**src/source/rvPkg.sv**
```systemverilog
package rvPkg;

    localparam int xlen = 32;

    typedef logic [xlen-1:0] word;

    typedef enum logic [6:0] {
        opR    = 7'b0110011,
        opI    = 7'b0010011,
        opS    = 7'b0100011,
        opB    = 7'b1100011,
        opLui  = 7'b0110111,
        opJal  = 7'b1101111,
        opLoad = 7'b0000011,
        opJalr = 7'b1100111
    } opcode;

    typedef enum logic [4:0] {
        stFetch, stDecode,
        stExeR, stExeI,
        stMemAddr, stMemRead, stMemReadWb, stMemWrite,
        stAluWb, stBranch,
        stJal, stJalLink, stJalr, stJalrLink,
        stLui
    } ctrlState;

    typedef enum logic [1:0] {aluAdd, aluSub, aluRType, aluIType} aluOpClass;

    typedef enum logic [2:0] {ctlAdd, ctlSub, ctlAnd, ctlOr, ctlSlt} aluCtl;

    typedef enum logic [2:0] {immI, immS, immB, immU, immJ} immKind;

    typedef enum logic [1:0] {srcPc, srcOldPc, srcReg} srcA;

    typedef enum logic [1:0] {srcRegB, srcImm, srcFour} srcB;

    // resAlu bypasses the ALU result register
    typedef enum logic [1:0] {resAluOut, resData, resAlu, resImm} resultKind;

endpackage

```
**src/source/regFile.sv**
```systemverilog
module regFile (
    input  logic       clk,
    input  logic       rst,
    input  logic       we,
    input  logic [4:0] ra1,
    input  logic [4:0] ra2,
    input  logic [4:0] wa,
    input  rvPkg::word wd,
    output rvPkg::word rd1,
    output rvPkg::word rd2
);
    import rvPkg::*;

    word regs [32];

    always_ff @(posedge clk or posedge rst) begin
        if (rst) begin
            for (int i = 0; i < 32; i++)
                regs[i] <= '0;
        end else if (we && wa != 5'd0) begin
            regs[wa] <= wd; // x0 stays zero
        end
    end

    assign rd1 = regs[ra1];
    assign rd2 = regs[ra2];

endmodule

```
**src/source/aluDecoder.sv**
```systemverilog
module aluDecoder (
    input  rvPkg::aluOpClass aluOp,
    input  logic [2:0]       funct3,
    input  logic             funct7b5,
    output rvPkg::aluCtl     aluCtl
);
    import rvPkg::*;

    always_comb begin
        case (aluOp)
            aluAdd: aluCtl = ctlAdd;
            aluSub: aluCtl = ctlSub;
            default: begin
                case (funct3)
                    3'b000: begin
                        // bit 30 is immediate data for addi
                        if (aluOp == aluRType && funct7b5)
                            aluCtl = ctlSub;
                        else
                            aluCtl = ctlAdd;
                    end
                    3'b010:  aluCtl = ctlSlt;
                    3'b110:  aluCtl = ctlOr;
                    3'b111:  aluCtl = ctlAnd;
                    default: aluCtl = ctlAdd; // unsupported funct3
                endcase
            end
        endcase
    end

endmodule

```
**src/source/mainController.sv**
```systemverilog
module mainController (
    input  logic             clk,
    input  logic             rst,
    input  rvPkg::opcode     opcode,
    input  logic             memDone,
    output logic             pcUpdate,
    output logic             branch,
    output logic             irWrite,
    output logic             regWrite,
    output logic             memReq,
    output logic             memWrite,
    output logic             adrSrc,
    output rvPkg::aluOpClass aluOp,
    output rvPkg::srcA       srcA,
    output rvPkg::srcB       srcB,
    output rvPkg::immKind    immKind,
    output rvPkg::resultKind resultKind
);
    import rvPkg::*;

    ctrlState state;
    ctrlState nextState;
    rvPkg::immKind memImm;

    assign memImm = (opcode == opS) ? immS : immI; // store vs load offset

    always_ff @(posedge clk or posedge rst) begin
        if (rst)
            state <= stFetch;
        else
            state <= nextState;
    end

    always_comb begin
        nextState = state;
        case (state)
            stFetch:    if (memDone) nextState = stDecode;
            stDecode: begin
                case (opcode)
                    opR:     nextState = stExeR;
                    opI:     nextState = stExeI;
                    opS:     nextState = stMemAddr;
                    opLoad:  nextState = stMemAddr;
                    opB:     nextState = stBranch;
                    opJal:   nextState = stJal;
                    opJalr:  nextState = stJalr;
                    opLui:   nextState = stLui;
                    default: nextState = stFetch; // unknown opcode
                endcase
            end
            stExeR:     nextState = stAluWb;
            stExeI:     nextState = stAluWb;
            stMemAddr:  nextState = (opcode == opLoad) ? stMemRead : stMemWrite;
            stMemRead:  if (memDone) nextState = stMemReadWb;
            stMemWrite: if (memDone) nextState = stFetch;
            stJal:      nextState = stJalLink;
            stJalr:     nextState = stJalrLink;
            default:    nextState = stFetch;
        endcase
    end

    always_comb begin
        pcUpdate   = 1'b0;
        branch     = 1'b0;
        irWrite    = 1'b0;
        regWrite   = 1'b0;
        memReq     = 1'b0;
        memWrite   = 1'b0;
        adrSrc     = 1'b0;
        aluOp      = aluAdd;
        srcA       = srcPc;
        srcB       = srcFour;
        immKind    = immI;
        resultKind = resAluOut;
        case (state)
            stFetch: begin
                memReq     = 1'b1;
                irWrite    = memDone;
                pcUpdate   = memDone; // pc + 4
                resultKind = resAlu;
            end
            stDecode: begin
                srcA    = srcOldPc; // branch target into aluOut
                srcB    = srcImm;
                immKind = immB;
            end
            stExeR: begin
                srcA  = srcReg;
                srcB  = srcRegB;
                aluOp = aluRType;
            end
            stExeI: begin
                srcA  = srcReg;
                srcB  = srcImm;
                aluOp = aluIType;
            end
            stMemAddr, stMemRead, stMemWrite: begin
                srcA     = srcReg; // address held in aluOut
                srcB     = srcImm;
                immKind  = memImm;
                adrSrc   = (state != stMemAddr);
                memReq   = (state != stMemAddr);
                memWrite = (state == stMemWrite);
            end
            stMemReadWb: begin
                resultKind = resData;
                regWrite   = 1'b1;
            end
            stAluWb:     regWrite = 1'b1;
            stBranch: begin
                srcA   = srcReg;
                srcB   = srcRegB;
                aluOp  = aluSub;
                branch = 1'b1;
            end
            stJal: begin
                srcA       = srcOldPc;
                srcB       = srcImm;
                immKind    = immJ;
                resultKind = resAlu;
                pcUpdate   = 1'b1;
            end
            stJalr: begin
                srcA       = srcReg;
                srcB       = srcImm;
                resultKind = resAlu;
                pcUpdate   = 1'b1;
            end
            stJalLink, stJalrLink: begin
                srcA       = srcOldPc; // link is old pc + 4
                resultKind = resAlu;
                regWrite   = 1'b1;
            end
            stLui: begin
                immKind    = immU;
                resultKind = resImm;
                regWrite   = 1'b1;
            end
            default: ;
        endcase
    end

    // a request and its direction hold until memory completes
    assert property (@(posedge clk) disable iff (rst)
        memReq && !memDone |=> memReq && $stable(memWrite));
    assert property (@(posedge clk) disable iff (rst) !$isunknown(state));

endmodule

```
**src/source/controlUnit.sv**
```systemverilog
module controlUnit (
    input  logic             clk,
    input  logic             rst,
    input  rvPkg::opcode     opcode,
    input  logic [2:0]       funct3,
    input  logic             funct7b5,
    input  logic             zero,
    input  logic             neg,
    input  logic             memDone,
    output logic             pcWrite,
    output logic             irWrite,
    output logic             regWrite,
    output logic             memReq,
    output logic             memWrite,
    output logic             adrSrc,
    output rvPkg::aluCtl     aluCtl,
    output rvPkg::srcA       srcA,
    output rvPkg::srcB       srcB,
    output rvPkg::immKind    immKind,
    output rvPkg::resultKind resultKind
);
    import rvPkg::*;

    aluOpClass aluOp;
    logic pcUpdate;
    logic branch;
    logic taken;

    mainController fsm (
        .clk        (clk),
        .rst        (rst),
        .opcode     (opcode),
        .memDone    (memDone),
        .pcUpdate   (pcUpdate),
        .branch     (branch),
        .irWrite    (irWrite),
        .regWrite   (regWrite),
        .memReq     (memReq),
        .memWrite   (memWrite),
        .adrSrc     (adrSrc),
        .aluOp      (aluOp),
        .srcA       (srcA),
        .srcB       (srcB),
        .immKind    (immKind),
        .resultKind (resultKind)
    );

    aluDecoder aluDec (
        .aluOp    (aluOp),
        .funct3   (funct3),
        .funct7b5 (funct7b5),
        .aluCtl   (aluCtl)
    );

    always_comb begin
        case (funct3)
            3'b000:  taken = zero;  // beq
            3'b001:  taken = !zero; // bne
            3'b100:  taken = neg;   // blt
            3'b101:  taken = !neg;  // bge
            default: taken = 1'b0;
        endcase
    end

    assign pcWrite = pcUpdate || (branch && taken);

endmodule

```
**src/source/datapath.sv**
```systemverilog
module datapath (
    input  logic             clk,
    input  logic             rst,
    input  logic             pcWrite,
    input  logic             irWrite,
    input  logic             regWrite,
    input  logic             adrSrc,
    input  rvPkg::aluCtl     aluCtl,
    input  rvPkg::srcA       srcA,
    input  rvPkg::srcB       srcB,
    input  rvPkg::immKind    immKind,
    input  rvPkg::resultKind resultKind,
    input  rvPkg::word       rdata,
    input  logic             memDone,
    output rvPkg::opcode     opcode,
    output logic [2:0]       funct3,
    output logic             funct7b5,
    output logic             zero,
    output logic             neg,
    output rvPkg::word       addr,
    output rvPkg::word       wdata
);
    import rvPkg::*;

    word pc;
    word oldPc;
    word instr;
    word data;
    word aReg;
    word bReg;
    word aluOut;
    word rd1;
    word rd2;
    word immExt;
    word opA;
    word opB;
    word diff;
    word aluResult;
    word result;

    always_ff @(posedge clk or posedge rst) begin
        if (rst) begin
            pc    <= '0;
            instr <= '0;
        end else begin
            if (pcWrite)
                pc <= result;
            if (irWrite)
                instr <= rdata;
        end
    end

    always_ff @(posedge clk) begin
        if (irWrite)
            oldPc <= pc; // pc of the instruction in flight
        if (memDone)
            data <= rdata;
        aReg   <= rd1;
        bReg   <= rd2;
        aluOut <= aluResult;
    end

    assign opcode   = rvPkg::opcode'(instr[6:0]);
    assign funct3   = instr[14:12];
    assign funct7b5 = instr[30];

    regFile rf (
        .clk (clk),
        .rst (rst),
        .we  (regWrite),
        .ra1 (instr[19:15]),
        .ra2 (instr[24:20]),
        .wa  (instr[11:7]),
        .wd  (result),
        .rd1 (rd1),
        .rd2 (rd2)
    );

    always_comb begin
        case (immKind)
            immS:    immExt = {{20{instr[31]}}, instr[31:25], instr[11:7]};
            immB:    immExt = {{20{instr[31]}}, instr[7], instr[30:25], instr[11:8], 1'b0};
            immU:    immExt = {instr[31:12], 12'b0};
            immJ:    immExt = {{12{instr[31]}}, instr[19:12], instr[20], instr[30:21], 1'b0};
            default: immExt = {{20{instr[31]}}, instr[31:20]};
        endcase
    end

    always_comb begin
        case (srcA)
            srcPc:    opA = pc;
            srcOldPc: opA = oldPc;
            default:  opA = aReg;
        endcase
    end

    always_comb begin
        case (srcB)
            srcRegB: opB = bReg;
            srcImm:  opB = immExt;
            default: opB = word'(4);
        endcase
    end

    assign diff = opA - opB;

    always_comb begin
        case (aluCtl)
            ctlSub:  aluResult = diff;
            ctlAnd:  aluResult = opA & opB;
            ctlOr:   aluResult = opA | opB;
            ctlSlt:  aluResult = ($signed(opA) < $signed(opB)) ? word'(1) : '0;
            default: aluResult = opA + opB;
        endcase
    end

    assign zero = (aluResult == '0);
    assign neg  = diff[xlen-1];

    always_comb begin
        case (resultKind)
            resData: result = data;
            resAlu:  result = aluResult;
            resImm:  result = immExt; // lui
            default: result = aluOut;
        endcase
    end

    assign addr  = adrSrc ? aluOut : pc;
    assign wdata = bReg;

endmodule

```
**src/source/apbMaster.sv**
```systemverilog
module apbMaster (
    input  logic       clk,
    input  logic       rst,
    input  logic       memReq,
    input  logic       memWrite,
    input  rvPkg::word addr,
    input  rvPkg::word wdata,
    output logic       memDone,
    output rvPkg::word rdata,
    output rvPkg::word paddr,
    output logic       psel,
    output logic       penable,
    output logic       pwrite,
    output rvPkg::word pwdata,
    input  rvPkg::word prdata,
    input  logic       pready
);
    import rvPkg::*;

    typedef enum logic [1:0] {apbIdle, apbSetup, apbAccess} apbPhase;

    apbPhase state;
    apbPhase phase;
    word addrHold;
    word dataHold;
    logic writeHold;

    // setup is the first cycle a request is seen while idle
    assign phase = (state == apbIdle && memReq) ? apbSetup : state;

    always_ff @(posedge clk or posedge rst) begin
        if (rst)
            state <= apbIdle;
        else if (phase == apbSetup)
            state <= apbAccess;
        else if (phase == apbAccess && pready)
            state <= apbIdle;
    end

    always_ff @(posedge clk) begin
        if (phase == apbSetup) begin
            addrHold  <= addr;
            dataHold  <= wdata;
            writeHold <= memWrite;
        end
    end

    assign psel    = (phase != apbIdle);
    assign penable = (phase == apbAccess);
    assign paddr   = (phase == apbSetup) ? addr : addrHold;
    assign pwrite  = (phase == apbSetup) ? memWrite : writeHold;
    assign pwdata  = (phase == apbSetup) ? wdata : dataHold;
    assign memDone = penable && pready; // single cycle pulse
    assign rdata   = prdata;

    // access follows setup with the latched address
    assert property (@(posedge clk) disable iff (rst)
        psel && !penable |=> penable && $stable(paddr));
    assert property (@(posedge clk) disable iff (rst) penable && !pready |=> $stable(paddr));

endmodule

```
**src/source/riscvCore.sv**
```systemverilog
module riscvCore (
    input  logic       clk,
    input  logic       rst,
    output rvPkg::word paddr,
    output logic       psel,
    output logic       penable,
    output logic       pwrite,
    output rvPkg::word pwdata,
    input  rvPkg::word prdata,
    input  logic       pready
);
    import rvPkg::*;

    rvPkg::opcode opcode;
    logic [2:0] funct3;
    logic funct7b5;
    logic zero;
    logic neg;
    logic pcWrite;
    logic irWrite;
    logic regWrite;
    logic memReq;
    logic memWrite;
    logic memDone;
    logic adrSrc;
    rvPkg::aluCtl aluCtl;
    rvPkg::srcA srcA;
    rvPkg::srcB srcB;
    rvPkg::immKind immKind;
    rvPkg::resultKind resultKind;
    word addr;
    word wdata;
    word rdata;

    controlUnit ctrl (
        .clk        (clk),
        .rst        (rst),
        .opcode     (opcode),
        .funct3     (funct3),
        .funct7b5   (funct7b5),
        .zero       (zero),
        .neg        (neg),
        .memDone    (memDone),
        .pcWrite    (pcWrite),
        .irWrite    (irWrite),
        .regWrite   (regWrite),
        .memReq     (memReq),
        .memWrite   (memWrite),
        .adrSrc     (adrSrc),
        .aluCtl     (aluCtl),
        .srcA       (srcA),
        .srcB       (srcB),
        .immKind    (immKind),
        .resultKind (resultKind)
    );

    datapath dp (
        .clk        (clk),
        .rst        (rst),
        .pcWrite    (pcWrite),
        .irWrite    (irWrite),
        .regWrite   (regWrite),
        .adrSrc     (adrSrc),
        .aluCtl     (aluCtl),
        .srcA       (srcA),
        .srcB       (srcB),
        .immKind    (immKind),
        .resultKind (resultKind),
        .rdata      (rdata),
        .memDone    (memDone),
        .opcode     (opcode),
        .funct3     (funct3),
        .funct7b5   (funct7b5),
        .zero       (zero),
        .neg        (neg),
        .addr       (addr),
        .wdata      (wdata)
    );

    apbMaster apb (
        .clk      (clk),
        .rst      (rst),
        .memReq   (memReq),
        .memWrite (memWrite),
        .addr     (addr),
        .wdata    (wdata),
        .memDone  (memDone),
        .rdata    (rdata),
        .paddr    (paddr),
        .psel     (psel),
        .penable  (penable),
        .pwrite   (pwrite),
        .pwdata   (pwdata),
        .prdata   (prdata),
        .pready   (pready)
    );

endmodule

```
**config.mk**
```make
export PLATFORM = sky130hd
export DESIGN_NAME = riscvCore
export DESIGN_NICKNAME = d
export VERILOG_FILES = /design/src/source/rvPkg.sv /design/src/source/regFile.sv /design/src/source/aluDecoder.sv /design/src/source/mainController.sv /design/src/source/controlUnit.sv /design/src/source/datapath.sv /design/src/source/apbMaster.sv /design/src/source/riscvCore.sv
export SDC_FILE = /design/constraint.sdc
export NUM_CORES = 2
export LEC_CHECK = 0
export BUFFER_PORTS_ARGS = -buffer_cell sky130_fd_sc_hd__buf_4
export CAP_MARGIN = 20
export CORE_MARGIN = 1.5
export CORE_UTILIZATION = 50
export DETAILED_ROUTE_END_ITERATION = 6
export PLACE_DENSITY = 0.77
export SYNTH_ARGS = -nofsm -noshare
export SYNTH_HDL_FRONTEND = slang
export SYNTH_SLANG_ARGS = --single-unit
```
**constraint.sdc**
```tcl
create_clock -name clk -period 107.7 [get_ports clk]
set_clock_uncertainty 0.2 [all_clocks]
set_input_delay 10.77 -clock clk [delete_from_list [all_inputs] [get_ports clk]]
set_output_delay 10.77 -clock clk [all_outputs]
set_load 0.01 [all_outputs]
```
=== After elaboration in Yosys (flattened, before gate mapping) ===
Index checks and enable logic that the tools add are counted.

* Div/mod/pow operators: 0
* Reductions and logical operators: 30
* Multipliers: 0
* Multiplexer cells: 45
* Bitwise logic cells: 5
* Shifts and indexed selects: 0
* Magnitude comparators: 5
* Equality and inequality tests: 49
* $add $sub $neg: 2

{| class="wikitable"
|+ Operators by type and width
! cell !! count
|-
| $bwmux W1024 || 1
|-
| $bmux W32 S5 || 2
|-
| $mux W32 || 8
|-
| $demux W32 S5 || 1
|-
| $pmux W32 S2 || 2
|-
| $pmux W32 S4 || 1
|-
| $pmux W31 S4 || 1
|-
| $pmux W32 S3 || 1
|-
| $pmux W5 S8 || 1
|-
| $eq A5 B4 Y1 const B || 7
|-
| $add A32 B32 Y32 || 1
|-
| $and A32 B32 Y32 || 1
|-
| $logic_not A32 Y1 || 1
|-
| $lt A32 B32 Y1 || 1
|-
| $or A32 B32 Y32 || 1
|-
| $sub A32 B32 Y32 || 1
|-
| $pmux W4 S7 || 1
|-
| $pmux W3 S4 || 2
|-
| $eq A7 B6 Y1 const B || 3
|-
| $eq A7 B7 Y1 const B || 3
|-
| $eq A5 B3 Y1 const B || 4
|-
| $eq A3 B3 Y1 const B || 6
|-
| $ge A6 B6 Y1 const B || 3
|-
| $not A5 Y6 || 3
|-
| other kinds (33) || 80
|}

* Memories kept: 0
* Logic and storage cells: 180
* Bits in registers: 1320
* Output and inout port bits: 67
* RAM bits: 0
* Bits in read-only memories: 0
* Input port bits: 35
* Latch bits: 0

=== Longest topological paths before layout ===
* Word-level depth: 14
* Depth in mapped cells: 28
* Mapped depth without buffers: 25

=== By module ===
A second synthesis with hierarchy kept.

* Cell total of the unflattened synthesis: 6452
* Area, all modules: 73719.5 µm²

{| class="wikitable"
|+ Modules (own cells, without submodules)
! module !! sequential area each (µm²) !! cells each !! area an instance (µm²) !! times used
|-
| regFile || 25624.6 || 4602 || 55951.2 || 1
|-
| datapath || 5445.2 || 1560 || 14417.6 || 1
|-
| apbMaster || 1326.3 || 176 || 2593.7 || 1
|-
| mainController || 100.1 || 102 || 665.6 || 1
|-
| aluDecoder || 0.0 || 8 || 60.1 || 1
|-
| controlUnit || 0.0 || 4 || 31.3 || 1
|}

=== Worst setup path after synthesis ===
Ideal clock, no wire load.

* Path kind: flip-flop to output port
* Start: reg ctrl.fsm.state[1]
* End: out pwdata[0]
* Path buffers: 4
* Stages on the path, launching flop included: 10
* Slack: 94.129 ns
* Arrival time: 2.601 ns
* Required time: 96.730 ns
* Path through: dfrtp_1 > clkbuf_1 > clkbuf_1 > or2_2 > clkbuf_1 > nor2_1 > a21oi_1 > nor3_1 > clkbuf_1 > mux2_2

* Longest elaborated chain between the ends: 7
* Elaborated cells between the ends (all ways): 11
* Those cells by class: 5 x eq/ne; 3 x mux; 3 x reduce/logical

{| class="wikitable"
|+ RTL lines
! element !! RTL line !! source
|-
| from (decl) || mainController.sv:21 || <nowiki>ctrlState state;</nowiki>
|-
| from (signal assigned) || mainController.sv:29 || <nowiki>state <= stFetch;</nowiki>
|-
| from (signal assigned) || mainController.sv:31 || <nowiki>state <= nextState;</nowiki>
|-
| $eq A5 B3 Y1 || mainController.sv:75 || <nowiki>case (state)</nowiki>
|-
| $reduce_or A3 Y1 || mainController.sv:75 ||
|-
| $pmux W1 S2 * || mainController.sv:75 ||
|-
| $logic_and A1 B1 Y1 * || apbMaster.sv:29 || <nowiki>assign phase = (state == apbIdle && memReq) ? apbSetup : state;</nowiki>
|-
| $mux W2 * || apbMaster.sv:29 ||
|-
| $eq A2 B1 Y1 * || apbMaster.sv:52 || <nowiki>assign pwdata = (phase == apbSetup) ? wdata : dataHold;</nowiki>
|-
| $mux W32 * || apbMaster.sv:52 ||
|-
| to (decl) || riscvCore.sv:8 || <nowiki>output rvPkg::word pwdata,</nowiki>
|}

Every way passes the cells marked *; elsewhere a longest branch is shown, timed or not.

=== Worst setup path in the final report ===
* Start: reg ctrl.fsm.state[3]
* End: out paddr[31]

* Longest elaborated chain between the ends: 7
* Elaborated cells between the ends (all ways): 13
* Those cells by class: 5 x eq/ne; 5 x mux; 3 x reduce/logical

{| class="wikitable"
|+ RTL lines
! element !! RTL line !! source
|-
| $eq A5 B3 Y1 || mainController.sv:75 ||
|-
| $reduce_or A3 Y1 || mainController.sv:75 ||
|-
| $pmux W1 S2 || mainController.sv:75 ||
|-
| $logic_and A1 B1 Y1 || apbMaster.sv:29 ||
|-
| $mux W2 || apbMaster.sv:29 ||
|-
| $eq A2 B1 Y1 || apbMaster.sv:50 || <nowiki>assign paddr = (phase == apbSetup) ? addr : addrHold;</nowiki>
|-
| $mux W32 * || apbMaster.sv:50 ||
|-
| to (decl) || riscvCore.sv:4 || <nowiki>output rvPkg::word paddr,</nowiki>
|}

Marked as above.

==> results.cfg <==
[outcome]
status = finished, violations left
violations = design-rule violations

[cts]
cts.htree.levels = 4
cts_sinks = 1318
post_cts_buffers = 0
hold_buffers = 0
clock-root-buffer = clkbuf_16
cts_buffers = 134
clkLatencyLatePin_ps = 780
ctsResizeCount = 0
clk_pin_slew_ps = 60
cts_tree = yes
clock_path_buffers = 3

[synthesis]
synth_edf_count = 64
ys_seq_area_share_pct = 47.71
synth_top_family_by_area = multiplexers
yosysUniqueCellTypes = 95
avgSynthCellArea_um2 = 11.23
yosys.area.top_type_share_pct = 40.15
synth_compound_area_share_pct = 12.70
syn_area_um2 = 68120
netlist_instances = 6064
synth_mux_area_share_pct = 23.98
synthTopCellsByArea = dfrtp_1 40%, mux4_2 21%, a21oi_1 4.8%
ys_warn_count = 0
synth_seq_cells = 1318
synth_flop_cell = dfrtp_1
yosys.area_share.simple_pct = 9.366
synth_fa_ha_area_share_pct = 1.822
synth_nets = 6197
async_reset_ff_share_pct = 82.93
synth-xor-area-share_pct = 0.3086
synth_largest_area_cell = dfrtp_1

[detailed_routing]
ant_nets = 0
dr.pass1.iters = 7
routed_wl_mm = 213.5
first_iter_violations = 6493
dr_total_vias = 51720
wl_per_cell_um = 27.62
via_per_inst = 6.691
route.detailed.drc = 8

[cells_and_area]
syn_to_final_growth_pct = 9.978
drive_above_1_share_pct = 21.46
multi_input_area_um2 = 33240
finish.net_count = 5970
regArea_um2 = 32530
fill_cells = 10750

[critical_path]
setup.worst_path.start_class = register
reg2regPathDepth = 26
path_max_fanout = 49
crit_required_ps = 96730
path_class = reg -> out
r2r_end = dp.pc[29]$_DFFE_PP0P_
cp-end-kind = primary output
worstPathArrival_ps = 3690
r2r-start = ctrl.fsm.state[0]$_DFFE_PP0P_
r2r_slack_ps = 98200

[min_path]
min_from = dp.rf.regs[1023]$_DFFE_PP0P_
hold_depth = 0
hold_class = reg -> reg
hold_end = dp.rf.regs[1023]$_DFFE_PP0P_

[die]
pin_count = 102
start_util_pct = 50.35
coreArea_um2 = 135300
rows = 135
dieHeight_um = 372.1
die-area_um2 = 138500
die_w_um = 372.1

[global_routing]
grt_pass1_vias = 51730
grt_usage_pct = 31.08
grt_overflow = 0
antenna_found_initial = 10
grt_pass1_wl_mm = 322.1
grt_max_degree = 181

[timing]
final_hold_viol_count = 0
setup_viol = 0
tightest_slew_ps = 1164
max_freq_ghz = 0.06820
min_period_ps = 14660
totalNegativeSetupSlack_ps = 0
maxSlewHeadroom_pct = 22.40
maxSlewViolCount = 0
rsz0062_at_grt = no
finalCritPeriodShare_pct = 13.61

[placement]
dp_hpwl_mm = 127.5
port_buffers = 101
place.gp.congestion = 0.9957

[job]
drv_cap = 0
==> how the worst max path moves through the flow <==
stage / cells after the start / start / to
floorplan: 1 / rst / apb.state[1]$_DFFE_PP0P_
global placement: 4 / rst / dp.rf.regs[1001]$_DFFE_PP0P_
detailed placement: 4 / rst / dp.rf.regs[1001]$_DFFE_PP0P_
CTS: 7 / ctrl.fsm.state[3]$_DFFE_PP0P_ / paddr[31]
global route: 7 / ctrl.fsm.state[3]$_DFFE_PP0P_ / paddr[31]
finish: 7 / ctrl.fsm.state[3]$_DFFE_PP0P_ / paddr[31]
==> placed cells by master, fill, tap and decap left out, types with 19 or more instances in the layout <==
cell and count:
a21oi_1 648, o22a_1 34, dfxtp_1 161, nor2_1 670
mux2_2 96, a31oi_1 26, dfrtp_1 1081, clkinv_2 19
nand2b_1 26, o21ai_0 540, clkbuf_8 22, nor3_1 26
edfxtp_1 64, mux4_2 640, o21a_1 50, clkbuf_1 30
a21o_1 28, nand3_1 33, xnor2_1 22, nand2_1 653
mux2i_1 84, clkbuf_16 139, ha_1 96, buf_4 212
inv_1 131, nor2b_1 24
==> Yosys cell counts (28+ instances only) <==
| cell | count |
|---|---|
| nor2_1 | 686 |
| dfrtp_1 | 1093 |
| nor3_1 | 28 |
| ha_1 | 96 |
| nand2_1 | 667 |
| o21ai_0 | 540 |
| edfxtp_1 | 64 |
| mux4_2 | 640 |
| dfxtp_1 | 161 |
| buf_1 | 57 |
| o21a_1 | 50 |
| mux2i_1 | 84 |
| mux2_2 | 96 |
| clkbuf_1 | 508 |
| nand3_1 | 33 |
| a21o_1 | 29 |
| o22a_1 | 34 |
| inv_1 | 132 |
| a21oi_1 | 656 |
==> routing by layer <==
layer	wire [um]	GRT usage [%]	up-vias	part of all wire, %
met5	62	0	-	0.029
met4	13490	17.85	8	6.3
met3	24980	8.384	754	12
met2	99120	48.13	3286	46
met1	75820	39.54	26050	36
li1	-	-	21620	-
==> registers in the layout, summed over array words and instances (netlist names) <==
register / count
apb.writeHold: 1
dp.pc: 32
dp.oldPc: 32
dp.rf.regs: 1024
dp.wdata: 32
ctrl.fsm.state: 4
apb.addrHold: 32
dp.aReg: 32
dp.aluOut: 32
dp.data: 32
apb.state: 1
dp.instr: 32
apb.dataHold: 32
==> critical path, stage by stage (launching register included) <==
cell and delay [ps]:
dfrtp_2 340, buf_4 480, nor2b_1 220, nand2_2 420, buf_4 480, mux2i_1 580, a21oi_1 190, buf_4 180
==> stage by stage <==
stage               hold slack [ps]  utilization, %  instances  worst slack [ps]  instance area (um^2)
floorplan                     241.3               -       6064             65960                 68120
global placement              176.3           51.88       7474             93910                 70200
detailed placement            182.3           51.90       7476             93870                 70230
CTS                           197.4           55.25       7720             93140                 74760
global route                  206.2           55.37       7727             92980                 74910
finish                        194.4           55.37       7729             93040                 74910
==> final cells by class <==
type | count | share of cell area [%]
diodes | 3 | 0.01002
clock buffers | 191 | 5.198
clock inverters | 53 | 0.8518
inverters | 135 | 0.6864
multi-input cells | 4024 | 44.37
flip-flops and latches | 1318 | 43.42
well taps | 1781 | 2.975
repair buffers | 224 | 2.484
==> logic make-up after synthesis <==
logic type / count (synthesis)
flops: 1318
xor+xnor: 24
simple gates: 1556
compound gates: 1526
mux: 820
fa+ha+maj: 98
buf+inv: 722
Power is left out: the tool's default activity adds up to more than one toggle a clock period on the data nets, which glitch-free logic cannot reach.
